[src/hdl/bus_pkg.sv]
////////////////////
// Host bus definitions
// Address, data, strobe and burst length widths of the host side
// and the address map of the attached memory chips
////////////////////

package bus_pkg;

    // Host byte address width
    localparam int unsigned ADDR_W = 32;

    // Host data beat width
    localparam int unsigned DATA_W = 32;

    // Byte strobes per beat
    localparam int unsigned STRB_W = DATA_W / 8;

    // Burst length field holds beats minus one
    localparam int unsigned LEN_W = 8;

    // Two chips of 8 MiB each
    localparam int unsigned NUM_CHIPS = 2;

    // Address bit that picks the chip
    localparam int unsigned CHIP_SEL_BIT = 23;

    typedef logic [ADDR_W-1:0] addr_t;

    typedef logic [DATA_W-1:0] data_t;

    typedef logic [STRB_W-1:0] strb_t;

    typedef logic [LEN_W-1:0] len_t;

endpackage

[src/hdl/hyper_pkg.sv]
////////////////////
// HyperBus definitions
// Word widths on the PHY side and the command-address word
// with its raw and field views
////////////////////

package hyper_pkg;

    // One HyperBus data word
    localparam int unsigned WORD_W = 16;

    // Burst length counted in 16-bit words
    localparam int unsigned BURST_W = 10;

    // Command-address word
    localparam int unsigned CA_W = 48;

    // Address field widths inside the command-address word
    localparam int unsigned CA_UPPER_W = 29;
    localparam int unsigned CA_RSVD_W  = 13;
    localparam int unsigned CA_LOWER_W = 3;

    typedef logic [WORD_W-1:0] hyper_word_t;

    typedef logic [WORD_W/8-1:0] hyper_strb_t;

    typedef logic [BURST_W-1:0] hyper_burst_t;

    // One-hot chip select
    typedef logic [bus_pkg::NUM_CHIPS-1:0] cs_t;

    // Field layout, most significant bit first as shifted out
    typedef struct packed {
        logic                  read;
        logic                  addr_space;
        logic                  linear;
        logic [CA_UPPER_W-1:0] addr_upper;
        logic [CA_RSVD_W-1:0]  reserved;
        logic [CA_LOWER_W-1:0] addr_lower;
    } hyper_ca_fields_t;

    typedef union packed {
        logic [CA_W-1:0]  raw;
        hyper_ca_fields_t fields;
    } hyper_ca_t;

endpackage

[src/hdl/hyper_ax_arbiter.sv]
////////////////////
// Read/write request arbiter
// Round-robin between the read and write request channels
// with lock-in, since HyperBus carries one transaction at a time
////////////////////

`timescale 1ns/1ns

module hyper_ax_arbiter (
    input  logic           clk_i,
    input  logic           rst_ni,
    // Read request
    input  logic           ar_valid_i,
    input  bus_pkg::addr_t ar_addr_i,
    input  bus_pkg::len_t  ar_len_i,
    output logic           ar_ready_o,
    // Write request
    input  logic           aw_valid_i,
    input  bus_pkg::addr_t aw_addr_i,
    input  bus_pkg::len_t  aw_len_i,
    output logic           aw_ready_o,
    // Granted request
    output logic           req_valid_o,
    output bus_pkg::addr_t req_addr_o,
    output bus_pkg::len_t  req_len_o,
    output logic           req_write_o,
    input  logic           req_ready_i
);

    // High gives the write channel priority on a tie
    logic prio_q;
    logic lock_q;
    logic sel_q;
    // High selects the write request
    logic sel;
    logic grant;

    always_comb begin
        if (lock_q) begin
            sel = sel_q;
        end else if (ar_valid_i && aw_valid_i) begin
            sel = prio_q;
        end else begin
            sel = aw_valid_i;
        end
    end

    assign req_valid_o = sel ? aw_valid_i : ar_valid_i;
    assign req_addr_o  = sel ? aw_addr_i : ar_addr_i;
    assign req_len_o   = sel ? aw_len_i : ar_len_i;
    assign req_write_o = sel;

    assign ar_ready_o = req_ready_i & ~sel;
    assign aw_ready_o = req_ready_i & sel;

    assign grant = req_valid_o & req_ready_i;

    always_ff @(posedge clk_i or negedge rst_ni) begin
        if (!rst_ni) begin
            prio_q <= 1'b0;
            lock_q <= 1'b0;
            sel_q  <= 1'b0;
        end else if (grant) begin
            // Loser of this round wins the next tie
            prio_q <= ~sel;
            lock_q <= 1'b0;
        end else if (req_valid_o) begin
            // Offered but not taken, hold the choice
            lock_q <= 1'b1;
            sel_q  <= sel;
        end
    end

endmodule

[src/hdl/hyper_cmd_builder.sv]
////////////////////
// Command builder
// One-entry register stage that turns a granted request into
// a command-address word, a chip select and a word burst length
////////////////////

`timescale 1ns/1ns

module hyper_cmd_builder (
    input  logic                    clk_i,
    input  logic                    rst_ni,
    // Granted request
    input  logic                    req_valid_i,
    input  bus_pkg::addr_t          req_addr_i,
    input  bus_pkg::len_t           req_len_i,
    input  logic                    req_write_i,
    output logic                    req_ready_o,
    // Transaction to the PHY
    output logic                    trans_valid_o,
    output hyper_pkg::hyper_ca_t    trans_ca_o,
    output hyper_pkg::cs_t          trans_cs_o,
    output hyper_pkg::hyper_burst_t trans_burst_o,
    input  logic                    trans_ready_i
);

    import bus_pkg::*;
    import hyper_pkg::*;

    logic         valid_q;
    hyper_ca_t    ca_d, ca_q;
    cs_t          cs_d, cs_q;
    hyper_burst_t burst_d, burst_q;
    addr_t        word_addr;
    logic         load;

    // Register free or emptying this cycle
    assign req_ready_o = ~valid_q | trans_ready_i;
    assign load        = req_valid_i & req_ready_o;

    assign word_addr = req_addr_i >> 1;

    always_comb begin
        ca_d.fields.read       = ~req_write_i;
        // Memory space, linear burst
        ca_d.fields.addr_space = 1'b0;
        ca_d.fields.linear     = 1'b1;
        ca_d.fields.addr_upper = word_addr[ADDR_W-1:CA_LOWER_W];
        ca_d.fields.reserved   = '0;
        ca_d.fields.addr_lower = word_addr[CA_LOWER_W-1:0];
    end

    always_comb begin
        cs_d                           = '0;
        cs_d[req_addr_i[CHIP_SEL_BIT]] = 1'b1;
    end

    // Two HyperBus words per host beat
    assign burst_d = (hyper_burst_t'(req_len_i) + hyper_burst_t'(1)) << 1;

    always_ff @(posedge clk_i or negedge rst_ni) begin
        if (!rst_ni) begin
            valid_q <= 1'b0;
        end else if (req_ready_o) begin
            valid_q <= req_valid_i;
        end
    end

    always_ff @(posedge clk_i) begin
        if (load) begin
            ca_q    <= ca_d;
            cs_q    <= cs_d;
            burst_q <= burst_d;
        end
    end

    assign trans_valid_o = valid_q;
    assign trans_ca_o    = ca_q;
    assign trans_cs_o    = cs_q;
    assign trans_burst_o = burst_q;

endmodule

[src/hdl/hyper_frontend.sv]
////////////////////
// HyperBus controller front end
// Arbitrates host requests into PHY transactions and converts
// the data paths between 32-bit beats and 16-bit words
////////////////////

`timescale 1ns/1ns

module hyper_frontend (
    input  logic                    clk_i,
    input  logic                    rst_ni,
    // Host read request
    input  logic                    ar_valid_i,
    input  bus_pkg::addr_t          ar_addr_i,
    input  bus_pkg::len_t           ar_len_i,
    output logic                    ar_ready_o,
    // Host write request
    input  logic                    aw_valid_i,
    input  bus_pkg::addr_t          aw_addr_i,
    input  bus_pkg::len_t           aw_len_i,
    output logic                    aw_ready_o,
    // Host write data
    input  logic                    w_valid_i,
    input  bus_pkg::data_t          w_data_i,
    input  bus_pkg::strb_t          w_strb_i,
    input  logic                    w_last_i,
    output logic                    w_ready_o,
    // Host read data
    output logic                    r_valid_o,
    output bus_pkg::data_t          r_data_o,
    output logic                    r_error_o,
    output logic                    r_last_o,
    input  logic                    r_ready_i,
    // Host write response
    output logic                    b_valid_o,
    output logic                    b_error_o,
    input  logic                    b_ready_i,
    // PHY transaction
    output logic                    trans_valid_o,
    output hyper_pkg::hyper_ca_t    trans_ca_o,
    output hyper_pkg::cs_t          trans_cs_o,
    output hyper_pkg::hyper_burst_t trans_burst_o,
    input  logic                    trans_ready_i,
    // PHY write words
    output logic                    tx_valid_o,
    output hyper_pkg::hyper_word_t  tx_data_o,
    output hyper_pkg::hyper_strb_t  tx_strb_o,
    output logic                    tx_last_o,
    input  logic                    tx_ready_i,
    // PHY read words
    input  logic                    rx_valid_i,
    input  hyper_pkg::hyper_word_t  rx_data_i,
    input  logic                    rx_error_i,
    input  logic                    rx_last_i,
    output logic                    rx_ready_o,
    // PHY write response
    input  logic                    b_valid_i,
    input  logic                    b_error_i,
    output logic                    b_ready_o
);

    import bus_pkg::*;

    logic  req_valid;
    addr_t req_addr;
    len_t  req_len;
    logic  req_write;
    logic  req_ready;

    hyper_ax_arbiter i_ax_arbiter (
        .clk_i       ( clk_i      ),
        .rst_ni      ( rst_ni     ),
        .ar_valid_i  ( ar_valid_i ),
        .ar_addr_i   ( ar_addr_i  ),
        .ar_len_i    ( ar_len_i   ),
        .ar_ready_o  ( ar_ready_o ),
        .aw_valid_i  ( aw_valid_i ),
        .aw_addr_i   ( aw_addr_i  ),
        .aw_len_i    ( aw_len_i   ),
        .aw_ready_o  ( aw_ready_o ),
        .req_valid_o ( req_valid  ),
        .req_addr_o  ( req_addr   ),
        .req_len_o   ( req_len    ),
        .req_write_o ( req_write  ),
        .req_ready_i ( req_ready  )
    );

    hyper_cmd_builder i_cmd_builder (
        .clk_i         ( clk_i         ),
        .rst_ni        ( rst_ni        ),
        .req_valid_i   ( req_valid     ),
        .req_addr_i    ( req_addr      ),
        .req_len_i     ( req_len       ),
        .req_write_i   ( req_write     ),
        .req_ready_o   ( req_ready     ),
        .trans_valid_o ( trans_valid_o ),
        .trans_ca_o    ( trans_ca_o    ),
        .trans_cs_o    ( trans_cs_o    ),
        .trans_burst_o ( trans_burst_o ),
        .trans_ready_i ( trans_ready_i )
    );

    hyper_w_split i_w_split (
        .clk_i      ( clk_i      ),
        .rst_ni     ( rst_ni     ),
        .w_valid_i  ( w_valid_i  ),
        .w_data_i   ( w_data_i   ),
        .w_strb_i   ( w_strb_i   ),
        .w_last_i   ( w_last_i   ),
        .w_ready_o  ( w_ready_o  ),
        .tx_valid_o ( tx_valid_o ),
        .tx_data_o  ( tx_data_o  ),
        .tx_strb_o  ( tx_strb_o  ),
        .tx_last_o  ( tx_last_o  ),
        .tx_ready_i ( tx_ready_i )
    );

    hyper_r_merge i_r_merge (
        .clk_i      ( clk_i      ),
        .rst_ni     ( rst_ni     ),
        .rx_valid_i ( rx_valid_i ),
        .rx_data_i  ( rx_data_i  ),
        .rx_error_i ( rx_error_i ),
        .rx_last_i  ( rx_last_i  ),
        .rx_ready_o ( rx_ready_o ),
        .r_valid_o  ( r_valid_o  ),
        .r_data_o   ( r_data_o   ),
        .r_error_o  ( r_error_o  ),
        .r_last_o   ( r_last_o   ),
        .r_ready_i  ( r_ready_i  )
    );

    // Write response passes through unchanged
    assign b_valid_o = b_valid_i;
    assign b_error_o = b_error_i;
    assign b_ready_o = b_ready_i;

endmodule

[src/hdl/hyper_r_merge.sv]
////////////////////
// Read data merger
// Joins pairs of 16-bit PHY read words into 32-bit host beats
// and ORs the error flags of both words
////////////////////

`timescale 1ns/1ns

module hyper_r_merge (
    input  logic                   clk_i,
    input  logic                   rst_ni,
    // PHY read words
    input  logic                   rx_valid_i,
    input  hyper_pkg::hyper_word_t rx_data_i,
    input  logic                   rx_error_i,
    input  logic                   rx_last_i,
    output logic                   rx_ready_o,
    // Host read data
    output logic                   r_valid_o,
    output bus_pkg::data_t         r_data_o,
    output logic                   r_error_o,
    output logic                   r_last_o,
    input  logic                   r_ready_i
);

    import hyper_pkg::*;

    logic        lane_q;
    hyper_word_t buf_q;
    logic        err_q;
    logic        rx_fire;
    logic        r_fire;

    // First word always fits in the buffer
    assign rx_ready_o = ~lane_q | r_ready_i;
    assign rx_fire    = rx_valid_i & rx_ready_o;

    // Second word goes straight out with the buffered one
    assign r_valid_o = lane_q & rx_valid_i;
    assign r_data_o  = {rx_data_i, buf_q};
    assign r_error_o = err_q | rx_error_i;
    assign r_last_o  = rx_last_i;
    assign r_fire    = r_valid_o & r_ready_i;

    always_ff @(posedge clk_i or negedge rst_ni) begin
        if (!rst_ni) begin
            lane_q <= 1'b0;
            err_q  <= 1'b0;
        end else begin
            if (rx_fire) begin
                lane_q <= ~lane_q;
            end
            if (rx_fire && !lane_q) begin
                err_q <= rx_error_i;
            end else if (r_fire) begin
                err_q <= 1'b0;
            end
        end
    end

    always_ff @(posedge clk_i) begin
        if (rx_fire && !lane_q) begin
            buf_q <= rx_data_i;
        end
    end

endmodule

[src/hdl/hyper_w_split.sv]
////////////////////
// Write data splitter
// Sends each 32-bit host beat as two 16-bit PHY words,
// lower half first
////////////////////

`timescale 1ns/1ns

module hyper_w_split (
    input  logic                   clk_i,
    input  logic                   rst_ni,
    // Host write data
    input  logic                   w_valid_i,
    input  bus_pkg::data_t         w_data_i,
    input  bus_pkg::strb_t         w_strb_i,
    input  logic                   w_last_i,
    output logic                   w_ready_o,
    // PHY write words
    output logic                   tx_valid_o,
    output hyper_pkg::hyper_word_t tx_data_o,
    output hyper_pkg::hyper_strb_t tx_strb_o,
    output logic                   tx_last_o,
    input  logic                   tx_ready_i
);

    import hyper_pkg::*;

    // Low presents the lower half of the beat
    logic lane_q;
    logic tx_fire;

    assign tx_valid_o = w_valid_i;
    assign tx_fire    = tx_valid_o & tx_ready_i;

    assign tx_data_o = w_data_i[WORD_W*lane_q +: WORD_W];
    assign tx_strb_o = w_strb_i[$bits(hyper_strb_t)*lane_q +: $bits(hyper_strb_t)];

    // Burst ends on the upper word of the last beat
    assign tx_last_o = w_last_i & lane_q;

    // Beat leaves only with its upper half
    assign w_ready_o = lane_q & tx_ready_i;

    always_ff @(posedge clk_i or negedge rst_ni) begin
        if (!rst_ni) begin
            lane_q <= 1'b0;
        end else if (tx_fire) begin
            lane_q <= ~lane_q;
        end
    end

endmodule

[config.mk]
export PLATFORM = sky130hd
export DESIGN_NAME = hyper_frontend
export DESIGN_NICKNAME = d
export VERILOG_FILES = /design/src/hdl/bus_pkg.sv /design/src/hdl/hyper_pkg.sv /design/src/hdl/hyper_ax_arbiter.sv /design/src/hdl/hyper_cmd_builder.sv /design/src/hdl/hyper_frontend.sv /design/src/hdl/hyper_r_merge.sv /design/src/hdl/hyper_w_split.sv
export SDC_FILE = /design/constraint.sdc
export NUM_CORES = 1
export LEC_CHECK = 0
export CAP_MARGIN = 20
export CORE_AREA = 8 8 99 101
export DETAILED_ROUTE_END_ITERATION = 8
export DIE_AREA = 0 0 107 109
export DONT_BUFFER_PORTS = 1
export GPL_TIMING_DRIVEN = 0
export HOLD_SLACK_MARGIN = 0.15
export PLACE_DENSITY = 0.56
export SLEW_MARGIN = 25
export SYNTH_ARGS = -nofsm -noshare
export SYNTH_HDL_FRONTEND = slang
export SYNTH_SLANG_ARGS = --single-unit
[constraint.sdc]
create_clock -name clk_i -period 3.3 [get_ports clk_i]
set_input_delay 0.165 -clock clk_i [delete_from_list [all_inputs] [get_ports clk_i]]
set_output_delay 0.165 -clock clk_i [all_outputs]
set_load 0.005 [all_outputs]
==> results.json, run 1 <==
{
  "root_buffer": "clkbuf_8",
  "die_h_um": 109,
  "ys_ff_latch": 65,
  "cts.sinks": 65,
  "initial_utilization_pct": 39.97,
  "die_w_um": 107,
  "haltStage": "clock tree synthesis (4_1_cts)",
  "fp-row-count": 34,
  "cts_resized": 0,
  "synth_cell_types": 31,
  "syn_avg_cell_area_um2": 10.91,
  "cts_buffers": 9,
  "clockBufferDepth": 2,
  "routabilityCongestion": 0.7327,
  "seq_area_frac_synth_pct": 57.23,
  "hold_buffers": 101,
  "port_buffers": 0,
  "pin_count": 270,
  "status": "did not finish",
  "synth_area_um2": 3349,
  "ys.warnings.count": 0,
  "place_inst": 431,
  "clock_tree.htree_level_count": 3,
  "syn_inst": 307,
  "post_cts.repair.setup_buffers": 0,
  "hpwl_um": 8139,
  "error": "[ERROR RSZ-0060] Max buffer count reached."
}
## Yosys cell counts
cell / n / area share (%)
buf_4: 42 / 9.4
edfxtp_1: 58 / 52
a22oi_2: 1 / 0.37
nand2_1: 104 / 12
dfrtp_1: 7 / 5.2
clkbuf_1: 3 / 0.34
clkinv_8: 1 / 0.49
and2_1: 3 / 0.56
buf_2: 3 / 0.45
o21ai_2: 1 / 0.26
inv_1: 2 / 0.22
conb_1: 2 / 0.22
mux2i_1: 5 / 1.5
xnor2_1: 6 / 1.6
xor2_1: 2 / 0.52
a22o_1: 2 / 0.52
or2_2: 1 / 0.19
mux2_2: 18 / 6.1
buf_6: 2 / 0.67
and3_4: 1 / 0.34
o21ai_0: 9 / 1.3
ha_1: 1 / 0.37
nand2b_1: 3 / 0.56
and3_1: 3 / 0.56
nand3_1: 7 / 1.0
nor2b_1: 5 / 0.93
nand4_1: 2 / 0.37
nand4_4: 1 / 0.64
a21oi_1: 4 / 0.60
a21o_1: 1 / 0.22
nor2_1: 7 / 0.78
## through the flow
| stage | hold WS [ns] | instance area [µm²] | utilization (%) | TNS, ns | worst slack (ns) |
|---|---|---|---|---|---|
| floorplan | -0.1306 | 3406 | - | 0 | 0.3878 |
| global placement | -0.1303 | 3541 | 42.25 | -23.49 | -0.5640 |
| detailed placement | -0.1304 | 3571 | 42.61 | 0 | 0.8811 |
## logic make-up after synthesis
| logic type | after synthesis | synth area share [%] |
|---|---|---|
| flip-flops | 65 | 57.23 |
| other | 2 | 0.2242 |
| adder cells (fa/ha/maj) | 1 | 0.3735 |
| AO/OA/AOI/OAI | 18 | 3.325 |
| XOR/XNOR | 8 | 2.092 |
| multiplexers | 23 | 7.546 |
| AND/OR/NAND/NOR | 137 | 17.63 |
| buffers and inverters | 53 | 11.58 |
==> inputs of run 2 (changes only) <==
--- a/config.mk
+++ b/config.mk
@@ -6,13 +6,12 @@
 export NUM_CORES = 1
 export LEC_CHECK = 0
 export CAP_MARGIN = 20
-export CORE_AREA = 8 8 99 101
+export CORE_MARGIN = 8
+export CORE_UTILIZATION = 40
 export DETAILED_ROUTE_END_ITERATION = 8
-export DIE_AREA = 0 0 107 109
 export DONT_BUFFER_PORTS = 1
 export GPL_TIMING_DRIVEN = 0
-export HOLD_SLACK_MARGIN = 0.15
-export PLACE_DENSITY = 0.56
+export PLACE_DENSITY_LB_ADDON = 0.15
 export SLEW_MARGIN = 25
 export SYNTH_ARGS = -nofsm -noshare
 export SYNTH_HDL_FRONTEND = slang
==> results.json, run 2 <==
{
  "hold_buffers": 71,
  "synth_area_leaders": "edfxtp_1, nand2_1, buf_4, mux2_2, dfrtp_1",
  "design_area_um2": 4462,
  "grt_max_degree": 27,
  "fmax_mhz": 421.8,
  "viasPerCell": 4.831,
  "synth_top_family_by_area": "simple AND/OR/NAND/NOR gates",
  "synth-xor-area-share_pct": 2.092,
  "area_delta_synth_final_pct": 33.21,
  "placed_area_um2": 3567,
  "ys_ff_latch": 65,
  "largest_register_ffs": 32,
  "wirelength_um": 10550,
  "layout-drive-gt1-share_pct": 21.76,
  "wl_per_cell_um": 20.53,
  "grt_overflow": 0,
  "rsz0062_at_grt": "false",
  "cts.sinks": 65,
  "tritoncts": "yes",
  "status": "finished, final reports clean",
  "final_cell_mix": "nand2_1, dlygate4sd3_1, edfxtp_1",
  "antenna_found_initial": 0,
  "maxSlewViolCount": 0,
  "synthMuxAreaShare_pct": 7.546,
  "seq_area_frac_synth_pct": 57.23,
  "die_h_um": 107.5,
  "yosys.area_share.adder_pct": 0.3736,
  "hpwl_um": 8169,
  "final_common_cell": "nand2_1",
  "place_ws_ns": 0.9342,
  "coreArea_um2": 8175,
  "fin_ws_ns": 0.9289,
  "pin_count": 270,
  "yosys.area_share.simple_pct": 17.63,
  "cts_resized": 0,
  "ant_nets": 0,
  "path_class": "register to register",
  "drc": 0,
  "first_iter_violations": 77,
  "fin_crit_ns": 2.371,
  "synth-compound-area-share_pct": 3.325,
  "grt_pass1_wl_um": 15260,
  "synth_top_area_share_pct": 52.00,
  "fin_tns_setup_ns": 0,
  "ys.warnings.count": 0,
  "worstPathArrival_ns": 2.45,
  "slew_headroom_pct": 42.98,
  "synthFlopType": "edfxtp_1",
  "die_w_um": 107.5,
  "peakVddDrop_v": 0.0002421,
  "n_antenna_cell": 0,
  "clockBufferDepth": 2,
  "synthTopCellsByCount": "nand2_1, edfxtp_1, buf_4",
  "vias": 2483,
  "cts_buffers": 9,
  "clock_tree.htree_level_count": 3,
  "nets": 553,
  "tightest_slew_ns": 0.8515,
  "cts.reportedPaths.clkPinSlew_ns": 0.07,
  "syn_avg_cell_area_um2": 10.91,
  "final_util_pct": 54.58,
  "port_buffers": 0,
  "clk_latency_ns": 0.34,
  "grt_use_total_pct": 17.29,
  "die-area_um2": 11560,
  "async_reset_ff_share_pct": 10.77,
  "synth_edf_count": 58,
  "leakage_nw": 1.881,
  "final-hold-violation-count": 0,
  "cp-end-kind": "register",
  "synth_area_um2": 3349,
  "yosys.area.top_type": "edfxtp_1",
  "critPathRequiredTime_ns": 3.38,
  "initial_utilization_pct": 40.97,
  "fin_skew_ns": 0.009608,
  "dr.pass1.iters": 4,
  "cap_violations": 0,
  "post_cts.repair.setup_buffers": 0,
  "routabilityCongestion": 0.7243,
  "root_buffer": "clkbuf_8",
  "hold_path.class": "input port to register",
  "synth_cell_types": 31,
  "power.density_nw_per_um2": 659.0,
  "fin_crit_sh_pct": 71.85,
  "final-setup-viol-count": 0,
  "startpoint_type": "register",
  "power.total_mw": 2.940,
  "fp-row-count": 33,
  "synth_most_common_cell": "nand2_1",
  "cp_max_fo": 10,
  "syn_inst": 307,
  "grt_pass1_vias": 2737
}
-- run 2: cell counts after synthesis --
No cell type changed its count.
-- run 2: where the power goes --
part / leakage [nW] / switching, mW / internal (mW) / total (mW)
registers: 0.636 / 0.121 / 1.17 / 1.29
clock network: 0.0909 / 0.307 / 0.340 / 0.647
logic: 1.15 / 0.517 / 0.483 / 1.00
-- run 2: kinds of logic (layout without fill, tap and decap cells) --
group / count (synthesis) / after routing
AO/OA/AOI/OAI: 18 / 18
XOR/XNOR: 8 / 8
adder cells (fa/ha/maj): 1 / 1
buffers and inverters: 53 / 140
flip-flops: 65 / 65
multiplexers: 23 / 23
other: 2 / 17
AND/OR/NAND/NOR: 137 / 137
-- run 2: worst paths after layout --
check	start	end	slack, ns	cells past startpoint
setup / recovery	i_ax_arbiter.lock_q	i_cmd_builder.trans_burst_o[5]	0.93	11
hold / removal	ar_addr_i[4]	i_cmd_builder.trans_ca_o[16]	0.01	2
setup reg to reg	i_ax_arbiter.lock_q	i_cmd_builder.trans_burst_o[5]	0.93	11
hold reg to reg	i_r_merge.err_q	i_r_merge.err_q	0.49	1
max in group asynchronous	rst_ni	i_r_merge.lane_q	2.85	1
min in group asynchronous	rst_ni	i_cmd_builder.trans_valid_o	0.17	1
-- run 2: through the flow --
stage,cells,hold WS [ns]
floorplan,322,-0.1306
detailed placement,428,-0.1301
global placement,427,-0.1300
global route,514,0.00003991
CTS,514,0.00004022
finish,514,0.01486
-- run 2: routing by layer --
metal / track usage (%) / wire length (µm) / vias to the layer above
met4: 5.649 / 92 / 0
met2: 32.68 / 5791 / 156
met1: 16.15 / 3581 / 1146
met3: 7.485 / 1085 / 7
met5: 0 / 0 / -
li1: - / - / 1174
-- run 2: layout make-up --
cell class | instances | area (µm²)
repair buffers | 72 | 730.7
plain buffers | 50 | 364.1
clock buffers | 9 | 123.9
fillers | 712 | 3714
inverters | 3 | 23.77
clock inverters | 6 | 60.06
multi-input cells | 204 | 1111
well taps | 105 | 131.4
flip-flops and latches | 65 | 1917
-- run 2: worst max-delay path, cell delays in order, from the launching register on --
cell	delay (ns)
dfrtp_1	0.43
nor2b_1	0.16
a22o_1	0.16
buf_6	0.15
buf_2	0.24
buf_4	0.21
nand2_1	0.07
nand2_1	0.07
ha_1	0.24
nand3_1	0.11
xor2_1	0.17
o21ai_0	0.10
Note: power is estimated with default switching activity, not from simulation.
